===== src/cache_pkg.sv =====
// shared types for the 2-way cache; tag is fixed at 5 bits, index width is a module parameter

package cache_pkg;

   // datapath widths
   typedef logic [15:0] word_t;
   typedef logic [15:0] addr_t;

   localparam int TAG_W          = 5;
   localparam int OFS_W          = 3;
   localparam int WORDS_PER_LINE = 4;

   // processor opcodes
   typedef enum logic {
      OP_RD = 1'b0,
      OP_WR = 1'b1
   } op_e;

   // processor request, 33 bits
   typedef struct packed {
      op_e   op;
      addr_t addr;
      word_t wdata;
   } cpu_req_t;

   // processor response, 18 bits
   typedef struct packed {
      word_t rdata;
      logic  hit;
      logic  err;
   } cpu_rsp_t;

   // memory port, 34 bits
   typedef struct packed {
      logic  rd;
      logic  wr;
      addr_t addr;
      word_t wdata;
   } mem_req_t;

   // controller states
   typedef enum logic [3:0] {
      IDLE,
      COMPARE,
      WB_REQ,
      WB_WAIT,
      FILL_REQ,
      FILL_WAIT,
      FILL_DONE,
      RESPOND,
      ERR_RESP
   } ctrl_state_e;

   // controls shared by both ways
   typedef struct packed {
      logic             comp;
      logic             write;
      logic             valid_in;
      logic [OFS_W-1:0] offset;
      // 0 processor word, 1 memory word
      logic             data_sel;
      // 0 request offset, 1 controller offset
      logic             ofs_sel;
   } way_ctrl_t;

   // status returned by each way
   typedef struct packed {
      logic             hit;
      logic             valid;
      logic             dirty;
      logic [TAG_W-1:0] tag;
      word_t            rdata;
   } way_stat_t;

endpackage


===== src/way_select.sv =====
// way choice and muxing for two ways; address bits above the tag are ignored when INDEX_W < 8
`timescale 1ns/10ps

module way_select
   import cache_pkg::*;
#(
   parameter int INDEX_W = 8
) (
   input  logic             clk,
   input  logic             arst_n,
   input  logic             flip,
   input  logic             enable_all,
   input  addr_t            req_addr,
   input  way_ctrl_t        ctrl,
   input  logic [OFS_W-1:0] mem_ofs,
   input  logic             tag_src,
   input  way_stat_t        stat0,
   input  way_stat_t        stat1,
   output logic             en0,
   output logic             en1,
   output logic             wr0,
   output logic             wr1,
   output way_stat_t        sel_stat,
   output word_t            rdata,
   output addr_t            mem_addr
);

   localparam int LINE_W = TAG_W + INDEX_W;

   logic        victim;
   logic        victim_nxt;
   logic        choose;
   logic        way_q;
   logic        sel;
   logic [4:0]  wb_tag;
   logic [LINE_W-1:0] line_addr;

   // victim after this access's flip
   assign victim_nxt = victim ^ flip;

   // hit first, then invalid way, then victim
   always_comb begin
      if (stat0.hit && stat0.valid) begin
         choose = 1'b0;
      end else if (stat1.hit && stat1.valid) begin
         choose = 1'b1;
      end else if (!stat0.valid) begin
         choose = 1'b0;
      end else if (!stat1.valid) begin
         choose = 1'b1;
      end else begin
         choose = victim_nxt;
      end
   end

   always_ff @(posedge clk or negedge arst_n) begin
      if (!arst_n) begin
         victim <= 1'b0;
         way_q  <= 1'b0;
      end else begin
         victim <= victim_nxt;
         // registered at the compare edge
         if (flip) begin
            way_q <= choose;
         end
      end
   end

   // live choice during compare, registered way afterwards
   assign sel = enable_all ? choose : way_q;

   assign en0 = enable_all | ~way_q;
   assign en1 = enable_all | way_q;
   assign wr0 = ctrl.write & ~sel;
   assign wr1 = ctrl.write & sel;

   assign sel_stat = sel ? stat1 : stat0;
   assign rdata    = way_q ? stat1.rdata : stat0.rdata;

   // write-back uses the stored tag, fill uses the request tag
   assign wb_tag    = way_q ? stat1.tag : stat0.tag;
   assign line_addr = tag_src ? {wb_tag, req_addr[INDEX_W+2:3]}
                              : req_addr[LINE_W+2:3];
   assign mem_addr  = addr_t'({line_addr, mem_ofs});

endmodule


===== config.mk =====
export PLATFORM = sky130hd
export DESIGN_NAME = way_select
export DESIGN_NICKNAME = d
export VERILOG_FILES = /design/src/cache_pkg.sv /design/src/way_select.sv
export SDC_FILE = /design/constraint.sdc
export NUM_CORES = 1
export LEC_CHECK = 0
export BUFFER_PORTS_ARGS = -buffer_cell sky130_fd_sc_hd__buf_2
export CORE_ASPECT_RATIO = 1.1
export CORE_MARGIN = 2
export CORE_UTILIZATION = 30
export CTS_BUF_LIST = sky130_fd_sc_hd__clkbuf_16
export CTS_CLUSTER_DIAMETER = 200
export DETAILED_ROUTE_END_ITERATION = 8
export PLACE_DENSITY = 0.82
export SYNTH_ARGS = -nofsm -noshare
export SYNTH_HDL_FRONTEND = slang
export SYNTH_SLANG_ARGS = --single-unit

===== constraint.sdc =====
create_clock -name clk -period 1.65 [get_ports clk]
set_input_delay 0.0825 -clock clk [delete_from_list [all_inputs] [get_ports clk]]
set_output_delay 0.0825 -clock clk [all_outputs]
set_load 0.005 [all_outputs]

==> results.py <==
metrics = {
    "power": {
        "peakVddDrop_uv": 992,
        "powerDensity_nw_per_um2": 754,
        "power_mw": 1.24,
        "p_leak_nw": 0.913,
    },
    "timing": {
        "hold_viol": 0,
        "rsz0062_at_grt": "true",
        "holdWs_ns": 0.135,
        "maxSlewViolCount": 0,
        "fin_crit_sh_pct": 113,
        "tns_ns": -4.47,
        "skew_ns": 0.000647,
        "relSlewSlack_pct": 78.6,
        "setup_ws_ns": -0.210,
        "setup_viol": 24,
        "worstMarginPinSlew_ns": 0.322,
        "fmax_ghz": 0.538,
        "final.min_clock_period_ns": 1.86,
    },
    "global_routing": {
        "track_usage_pct": 15.6,
        "antenna_found_initial": 0,
        "grt-ovfl-total": 0,
        "grt_start_max_net_pins": 25,
        "grt_pass1_vias": 1082,
        "grt_pass1_wl_um": 4530,
    },
    "drt": {
        "ant_nets": 0,
        "vias": 1115,
        "drtPass1Iterations": 4,
        "routedWlPerCell_um": 12.5,
        "post_drt_via_cell_ratio": 4.72,
        "drc_errors": 0,
        "wirelength_um": 2950,
        "dr.first_iter.drc_count": 24,
    },
    "worst_setup_path": {
        "crit_path_start_kind": "flip-flop",
        "path_delay_family": "flip-flops",
        "cp_slowest_cell": "dfrtp_1",
        "worstPathArrival_ns": 1.78,
        "ff2ff_path_depth": 4,
        "cp.buffers_inverters": 2,
        "critical_path_class": "flip-flop to output port",
        "critPathMaxStageDelay_ns": 0.39,
        "r2r-start": "victim",
        "path_max_fanout": 15,
        "r2r_end": "victim",
        "endpoint_kind": "output port",
        "crit_chain": "xor2_2 -> nor2_2 -> o311a_4 -> buf_12 -> mux2_4 -> buf_2",
        "path_depth": 6,
        "r2r_slack_ns": 0.62,
        "cp_data_required_time_ns": 1.57,
    },
    "synthesis": {
        "ys_ff_latch": 2,
        "async_flop_share_pct": 100,
        "ys_warn_count": 0,
        "yosysSeqAreaShare_pct": 5.39,
        "synth_edf_count": 0,
        "syn_area_per_cell_um2": 9.38,
        "netlist_area_um2": 928,
        "syn-num-nets": 179,
        "synth_flop_cell": "dfrtp_1",
        "synthCells": 99,
        "ys_types": 27,
    },
    "placement": {
        "port_buffers": 107,
        "place_congestion": 0.774,
        "hpwl_um": 2260,
        "pre_cts_ws_ns": -0.0672,
    },
    "cells_and_area": {
        "nNetsFinal": 284,
        "drive_above_1_share_pct": 80.7,
        "final_core_util_pct": 54.7,
        "diodes": 0,
        "area_growth_pct": 76.5,
    },
    "min_path": {
        "whs_endpoint": "way_q",
        "hp-class": "primary input to flip-flop",
        "min_from": "flip",
        "min_path_cells": 2,
    },
    "die": {
        "start_util_pct": 31.0,
        "die_width_um": 57.0,
        "pin_count": 140,
        "die-height_um": 62.3,
        "coreArea_um2": 3000,
        "die_area_um2": 3560,
        "rows": 21,
    },
    "status": {
        "violations": "setup timing",
        "outcome": "complete, but fails checks",
    },
    "clock_network": {
        "cts_root_buf": "clkbuf_16",
        "clock_latency_ns": 0.22,
        "clk_path_buf_depth": 2,
        "clkSlewWorstSetupHoldPaths_ns": 0.03,
        "cts_tree": "done",
        "htreeDepth": 1,
        "clkSinkCount": 2,
        "cts_buffers": 3,
    },
    "run": {
        "timing.max_cap.violations": 0,
    },
}
==> cells in the mapped netlist (all sizes together) (2+ instances only) <==
master	count	area [µm²]
dfrtp	2	50.1
mux2i	5	50.1
nor2	7	26.3
inv	4	15.0
nand2	5	18.8
mux2	38	495
buf	16	136
a21oi	6	30.0
o21ai	2	10.0
clkbuf	2	7.51
==> where the power goes <==
part / total (mW) / internal, mW / leakage (nW) / switching [mW]
Sequential: 0.0798 / 0.0659 / 0.0241 / 0.0138
Clock: 0.367 / 0.309 / 0.0370 / 0.0587
Combinational: 0.788 / 0.498 / 0.851 / 0.290
==> cell usage in the layout (no fill, tap or decap), drive strengths merged <==
cell type | synthesis | layout
a211oi | 1 | 1
a21o | 1 | 1
a21oi | 6 | 6
and2 | 1 | 1
buf | 16 | 117
clkbuf | 2 | 3
dfrtp | 2 | 2
dlygate4sd3 | 0 | 1
inv | 4 | 4
mux2 | 38 | 38
mux2i | 5 | 5
nand2 | 5 | 5
nand2b | 1 | 1
nand4 | 1 | 1
nor2 | 7 | 7
nor2b | 1 | 1
o2111ai | 1 | 1
o21ai | 2 | 2
o221ai | 1 | 1
o22ai | 1 | 1
o311a | 1 | 1
or2 | 1 | 1
xor2 | 1 | 1
==> state kept, by name, indices dropped and copies added (netlist names) <==
register,count
way_q,1
victim,1
==> through the flow <==
step                      instances  instance area (µm²)
after floorplan                  99                  928
after global placement          227                 1400
after detailed placement        227                 1400
after CTS                       235                 1580
after global routing            236                 1640
final                           236                 1640
==> timing repair <==
item                                    in CTS  in global routing
gates resized for setup                     14                  8
gates cloned                                 1                  0
buffers inserted                             3                  1
hold buffers                                 1                  0
endpoints found under the hold margin        2                  0
endpoints found under the setup margin      24                 24
pin swaps                                    3                  1
==> layer usage <==
layer | global-route usage, % | routed length (µm) | vias to the layer above
met2 | 30.7 | 1580 | 72
met3 | 3.54 | 328 | 3
met5 | 0 | 0 | -
met4 | 4.36 | 24 | 0
met1 | 15.7 | 1010 | 490
li1 | - | - | 550
==> kinds of logic after synthesis <==
kind of cell	after synthesis	share of synthesized area [%]
simple gates	17	8.22
xor+xnor	1	0.944
flops	2	5.39
compound gates	14	9.57
buf+inv	22	17.1
mux	43	58.8
==> layout make-up <==
type / count / area [µm²]
timing repair buffer: 118 / 713
inverter: 4 / 15.0
tap: 34 / 42.5
clock buffer: 3 / 75.1
sequential: 2 / 50.0
multi-input combinational: 75 / 743
fill: 278 / 1360
==> worst max-delay path by stage <==
stage | from | slack, ns | end
after floorplan | victim | 0.10 | sel_stat[10]
after global placement | victim | -0.04 | sel_stat[5]
after detailed placement | victim | -0.07 | sel_stat[13]
after CTS | victim | -0.24 | sel_stat[13]
after global routing | victim | -0.25 | sel_stat[12]
final | victim | -0.21 | sel_stat[9]
No activity file was read; power rests on OpenSTA's default activity.
