File: config.mk
export PLATFORM = sky130hd
export DESIGN_NAME = cache_ctrl
export DESIGN_NICKNAME = d
export VERILOG_FILES = /design/src/cache_pkg.sv /design/src/cache_ctrl.sv
export SDC_FILE = /design/constraint.sdc
export NUM_CORES = 1
export LEC_CHECK = 0
export BUFFER_PORTS_ARGS = -buffer_cell sky130_fd_sc_hd__buf_2
export CAP_MARGIN = 20
export CORE_ASPECT_RATIO = 1.75
export CORE_MARGIN = 2
export CORE_UTILIZATION = 46
export CTS_BUF_LIST = sky130_fd_sc_hd__clkbuf_16
export CTS_CLUSTER_DIAMETER = 50
export DETAILED_ROUTE_END_ITERATION = 8
export GPL_TIMING_DRIVEN = 0
export PLACE_DENSITY = 0.86
export SLEW_MARGIN = 10
export SYNTH_ARGS = -nofsm -noshare
export SYNTH_HDL_FRONTEND = slang
export SYNTH_SLANG_ARGS = --single-unit
File: constraint.sdc
create_clock -name clk -period 3.6 [get_ports clk]
set_input_delay 0.18 -clock clk [delete_from_list [all_inputs] [get_ports clk]]
set_output_delay 0.18 -clock clk [all_outputs]
set_load 0.1 [all_outputs]
File: src/cache_pkg.sv
// shared types for the 2-way cache; tag is fixed at 5 bits, index width is a module parameter

package cache_pkg;

   // datapath widths
   typedef logic [15:0] word_t;
   typedef logic [15:0] addr_t;

   localparam int TAG_W          = 5;
   localparam int OFS_W          = 3;
   localparam int WORDS_PER_LINE = 4;

   // processor opcodes
   typedef enum logic {
      OP_RD = 1'b0,
      OP_WR = 1'b1
   } op_e;

   // processor request, 33 bits
   typedef struct packed {
      op_e   op;
      addr_t addr;
      word_t wdata;
   } cpu_req_t;

   // processor response, 18 bits
   typedef struct packed {
      word_t rdata;
      logic  hit;
      logic  err;
   } cpu_rsp_t;

   // memory port, 34 bits
   typedef struct packed {
      logic  rd;
      logic  wr;
      addr_t addr;
      word_t wdata;
   } mem_req_t;

   // controller states
   typedef enum logic [3:0] {
      IDLE,
      COMPARE,
      WB_REQ,
      WB_WAIT,
      FILL_REQ,
      FILL_WAIT,
      FILL_DONE,
      RESPOND,
      ERR_RESP
   } ctrl_state_e;

   // controls shared by both ways
   typedef struct packed {
      logic             comp;
      logic             write;
      logic             valid_in;
      logic [OFS_W-1:0] offset;
      // 0 processor word, 1 memory word
      logic             data_sel;
      // 0 request offset, 1 controller offset
      logic             ofs_sel;
   } way_ctrl_t;

   // status returned by each way
   typedef struct packed {
      logic             hit;
      logic             valid;
      logic             dirty;
      logic [TAG_W-1:0] tag;
      word_t            rdata;
   } way_stat_t;

endpackage

File: src/cache_ctrl.sv
// cache FSM, one request at a time; mem_req addr/wdata carry the latched request toward the ways
`timescale 1ns/10ps

module cache_ctrl
   import cache_pkg::*;
(
   input  logic             clk,
   input  logic             arst_n,
   input  logic             req_valid,
   input  cpu_req_t         req,
   output logic             req_ready,
   output logic             rsp_valid,
   output logic             rsp_hit,
   output logic             rsp_err,
   input  way_stat_t        sel_stat,
   input  logic             mem_stall,
   input  logic             mem_rvalid,
   input  word_t            mem_rdata,
   output way_ctrl_t        way_ctrl,
   output mem_req_t         mem_req,
   output logic [OFS_W-1:0] mem_ofs,
   output logic             tag_src,
   output logic             flip,
   output logic             enable_all
);

   ctrl_state_e state;
   ctrl_state_e state_nxt;

   cpu_req_t req_q;
   logic     hit_q;
   logic [1:0] cnt;
   logic [1:0] rcnt;
   logic     fill_wr;

   // a returning fill beat
   assign fill_wr = mem_rvalid & ((state == FILL_REQ) | (state == FILL_WAIT));

   always_comb begin
      state_nxt = state;
      case (state)
         IDLE: begin
            if (req_valid) begin
               state_nxt = req.addr[0] ? ERR_RESP : COMPARE;
            end
         end
         COMPARE: begin
            if (sel_stat.hit && sel_stat.valid) begin
               state_nxt = RESPOND;
            end else if (sel_stat.valid && sel_stat.dirty) begin
               state_nxt = WB_REQ;
            end else begin
               state_nxt = FILL_REQ;
            end
         end
         WB_REQ: begin
            if (!mem_stall && cnt == 2'd3) begin
               state_nxt = WB_WAIT;
            end
         end
         // one turnaround cycle, fill stalls on busy banks anyway
         WB_WAIT: state_nxt = FILL_REQ;
         FILL_REQ: begin
            if (!mem_stall && cnt == 2'd3) begin
               state_nxt = FILL_WAIT;
            end
         end
         FILL_WAIT: begin
            if (mem_rvalid && rcnt == 2'd3) begin
               state_nxt = FILL_DONE;
            end
         end
         FILL_DONE: state_nxt = RESPOND;
         RESPOND:   state_nxt = IDLE;
         ERR_RESP:  state_nxt = IDLE;
         default:   state_nxt = IDLE;
      endcase
   end

   always_ff @(posedge clk or negedge arst_n) begin
      if (!arst_n) begin
         state <= IDLE;
         hit_q <= 1'b0;
         cnt   <= 2'd0;
         rcnt  <= 2'd0;
      end else begin
         state <= state_nxt;
         if (state == COMPARE) begin
            hit_q <= sel_stat.hit & sel_stat.valid;
            cnt   <= 2'd0;
            rcnt  <= 2'd0;
         end
         // issue counter, wraps to 0 after the fourth beat
         if ((state == WB_REQ || state == FILL_REQ) && !mem_stall) begin
            cnt <= cnt + 2'd1;
         end
         // fill words counted by arrival
         if (fill_wr) begin
            rcnt <= rcnt + 2'd1;
         end
      end
   end

   // request latch, payload only
   always_ff @(posedge clk) begin
      if (state == IDLE && req_valid) begin
         req_q <= req;
      end
   end

   assign req_ready = (state == IDLE);
   assign rsp_valid = (state == RESPOND) | (state == ERR_RESP);
   assign rsp_hit   = (state == RESPOND) & hit_q;
   assign rsp_err   = (state == ERR_RESP);

   assign flip       = (state == COMPARE);
   assign enable_all = (state == COMPARE);
   assign tag_src    = (state == WB_REQ);
   assign mem_ofs    = {cnt, 1'b0};

   always_comb begin
      way_ctrl          = '0;
      way_ctrl.valid_in = 1'b1;
      case (state)
         COMPARE, FILL_DONE: begin
            way_ctrl.comp  = 1'b1;
            way_ctrl.write = (req_q.op == OP_WR);
         end
         // read the victim beat at the issue offset
         WB_REQ: begin
            way_ctrl.ofs_sel = 1'b1;
            way_ctrl.offset  = {cnt, 1'b0};
         end
         FILL_REQ, FILL_WAIT: begin
            way_ctrl.write    = fill_wr;
            way_ctrl.data_sel = 1'b1;
            way_ctrl.ofs_sel  = 1'b1;
            way_ctrl.offset   = {rcnt, 1'b0};
         end
         default: begin
            way_ctrl.comp = 1'b0;
         end
      endcase
   end

   // addr is the latched request, way_select forms the real memory address
   assign mem_req.rd    = (state == FILL_REQ);
   assign mem_req.wr    = (state == WB_REQ);
   assign mem_req.addr  = req_q.addr;
   // word written into the ways
   assign mem_req.wdata = way_ctrl.data_sel ? mem_rdata : req_q.wdata;

endmodule

==> run metrics <==
layout cells sized above 1=0.634; Nets=roughly 350; Data arrival, critical path=just under 2 ns; Pleak=0.00132 µW; Mean Syn Cell Area=13.5 µm²; Net Sw Frac=0.565; Skew-Pair Late Insertion Delay=0.28 ns; peak supply drop=~1200 µV; Clock power frac=0.151; Final Skew=0.00490 ns; CTS HTree Levels=2; die height=just over 90 µm; Peak Freq=0.470 GHz; worst slew pin tran=a little over 0.7 ns; Reg clk slew, reported paths=0.06 ns; critical-path maximum fanout=10; area delta synth->final=36.7%; sequential area share after synthesis=0.591; grt total ovfl=0; CP endpoint kind=output pin; first-pass GRT wire length=6540 µm; number of library cell types mapped by synthesis=42; crit path time final=2.13 ns; I/O pins=130; final-report max-slew violation count=0; Synth Register Bits=42; Synth Instances=153; relative slew slack=0.515; clk root buf=clkbuf_16; setup TNS=0 ns; outcome=finished clean; CTS-repair resized insts=0; commonest non-fill, non-tap cell in the layout=buf_2; NetSw=1590 µW; Residual DRC=0; GRT Resource Usage Total=0.180; row count=32; Int Power=1230 µW; RSZ-0062 raised after global routing=false; Fin Hold WS=approximately 0.075 ns; CTS sink count=42; Post-DP HPWL=around 3400 µm; fillers=379; Reg power frac=0.234; setup bufs post-CTS=0; PwrDens=1000 nW/µm²; Final Hold Viols=0; Final Cycle Share=0.591; Synth Cell Area=2060 µm²; largest net degree at the start of global routing=34; Worst EP required=approximately 3.4 ns; yosys warns=0; drt total wl=4200 µm; port bufs=105; TritonCTS clock tree=built; Max-Cap Viols=0; initial antenna violation count=0; type of origin of the critical path=register; Ant. Diodes=0; full die area=slightly above 5000 µm²; via count=between 1.5k and 2k; number of global-route vias before repair=1483; most frequent cells in the layout=107 x buf_2, 33 x edfxtp_1, 25 x buf_4; WS Path Type=reg -> out; 1st-pass router iterations=4; Starting Density=0.472; TritonCTS Buffers=5; combinational group share of total power=0.616; Die W=54.6 µm; Final GP Congestion=0.911; Final setup viols=0; Routed WL per cell=13.2 µm; Post-DRT Antenna Nets=0; mean number of vias per cell=4.81; hold crit path type=in -> reg; core area=between 4000 and 5000 µm²; worst-case clock buffer depth=2; DR iter-0 viols=17
cells by family (layout without fill, tap and decap cells):
logic type	count (synthesis)	count (layout)	synth area share
mux	18	18	0.0973
flops	42	42	0.591
compound gates	17	17	0.0681
buf+inv	30	144	0.102
fa+ha+maj	2	2	0.0122
simple gates	42	42	0.126
other cells	2	3	0.00365
power groups by stage:
stage | Combinational [µW] | Clock, µW | Sequential, µW
after floorplan | 1430 | 0 | 733
after global placement | 1730 | 0 | 666
after detailed placement | 1740 | 0 | 669
after CTS | 1750 | 435 | 660
after global routing | 1830 | 454 | 669
final | 1740 | 425 | 659
final timing paths:
kind	slack [ns]	cells past startpoint	from	end
setup reg to reg	1.60	3	state[1]	req_q[2]
setup / recovery	1.47	5	state[0]	way_ctrl[6]
min in group asynchronous	0.29	2	arst_n	hit_q
hold reg to reg	0.48	2	hit_q	hit_q
max in group asynchronous	3.13	2	arst_n	state[3]
hold / removal	0.08	1	req[25]	mem_req[25]
area by class of cell:
| type | count | area [µm²] | share of cell area |
|---|---|---|---|
| flip-flops and latches | 42 | 1220 | 0.432 |
| multi-input cells | 82 | 647 | 0.230 |
| repair buffers | 106 | 536 | 0.190 |
| plain buffers | 27 | 198 | 0.0703 |
| clock buffers | 5 | 125 | 0.0445 |
| well taps | 51 | 63.8 | 0.0227 |
| clock inverters | 3 | 17.5 | 0.00622 |
| inverters | 3 | 11.3 | 0.00400 |
critical path: stages, from the launching register on:
cell,delay (ns)
dfrtp_1,0.46
buf_2,0.22
nand3b_1,0.19
a21oi_2,0.20
a22o_1,0.16
buf_2,0.43
routing by layer:
layer / track usage / share of wire / vias up
met5: 0 / 0 / -
met4: 0.0896 / 0.024 / 0
met3: 0.0387 / 0.064 / 8
met2: 0.326 / 0.60 / 55
met1: 0.180 / 0.31 / 713
li1: - / - / 757
registers in the layout (all words and copies together), names as in the netlist:
signal and count:
cnt 2, hit_q 1, mem_req 16, rcnt 2
req_q 17, state 4
timing repair:
action | CTS | global route
hold buffers | 1 | 0
hold endpoints to repair | 9 | 0
setup endpoints to repair | 0 | 0
synth_stat cells:
library cell  instances  area (µm²)
edfxtp_1             33         991
buf_4                25         188
mux2_2               15         169
dfrtp_1               9         225
nand2_1               9        33.8
nor2_1                7        26.3
nand3_1               5        25.0
nor2b_1               5        31.3
a21oi_1               3        15.0
o21ai_1               3        15.0
a22oi_1               2        15.0
buf_2                 2        10.0
conb_1                2        7.51
ha_1                  2        25.0
inv_1                 2        7.51
mux2i_1               2        20.0
nor2_2                2        12.5
a21oi_2               1        8.76
a22o_1                1        8.76
a31o_2                1        8.76
a31oi_1               1        6.26
a31oi_2               1        12.5
and2_1                1        6.26
and2b_1               1        7.51
and2b_4               1        10.0
and3_1                1        6.26
and4_1                1        8.76
inv_2                 1        3.75
mux2_1                1        11.3
nand2_4               1        11.3
nand2b_1              1        6.26
nand3b_1              1        7.51
nand4bb_1             1        11.3
nor2b_2               1        8.76
nor3b_1               1        7.51
nor3b_2               1        12.5
nor4_2                1        12.5
nor4b_2               1        15.0
o21ai_0               1        5.00
o31ai_2               1        12.5
o32ai_2               1        16.3
o41ai_2               1        16.3
per-stage QoR:
stage	util	area (µm²)	setup WS, ns	instances	total power (µW)
after floorplan	-	2070	0.339	154	2170
after CTS	0.645	2810	1.46	319	2840
after detailed placement	0.610	2660	1.59	310	2410
final	0.645	2810	1.47	319	2820
after global placement	0.610	2660	1.16	310	2390
after global routing	0.645	2810	1.35	319	2950
Note: power is estimated with default switching activity, not from simulation.
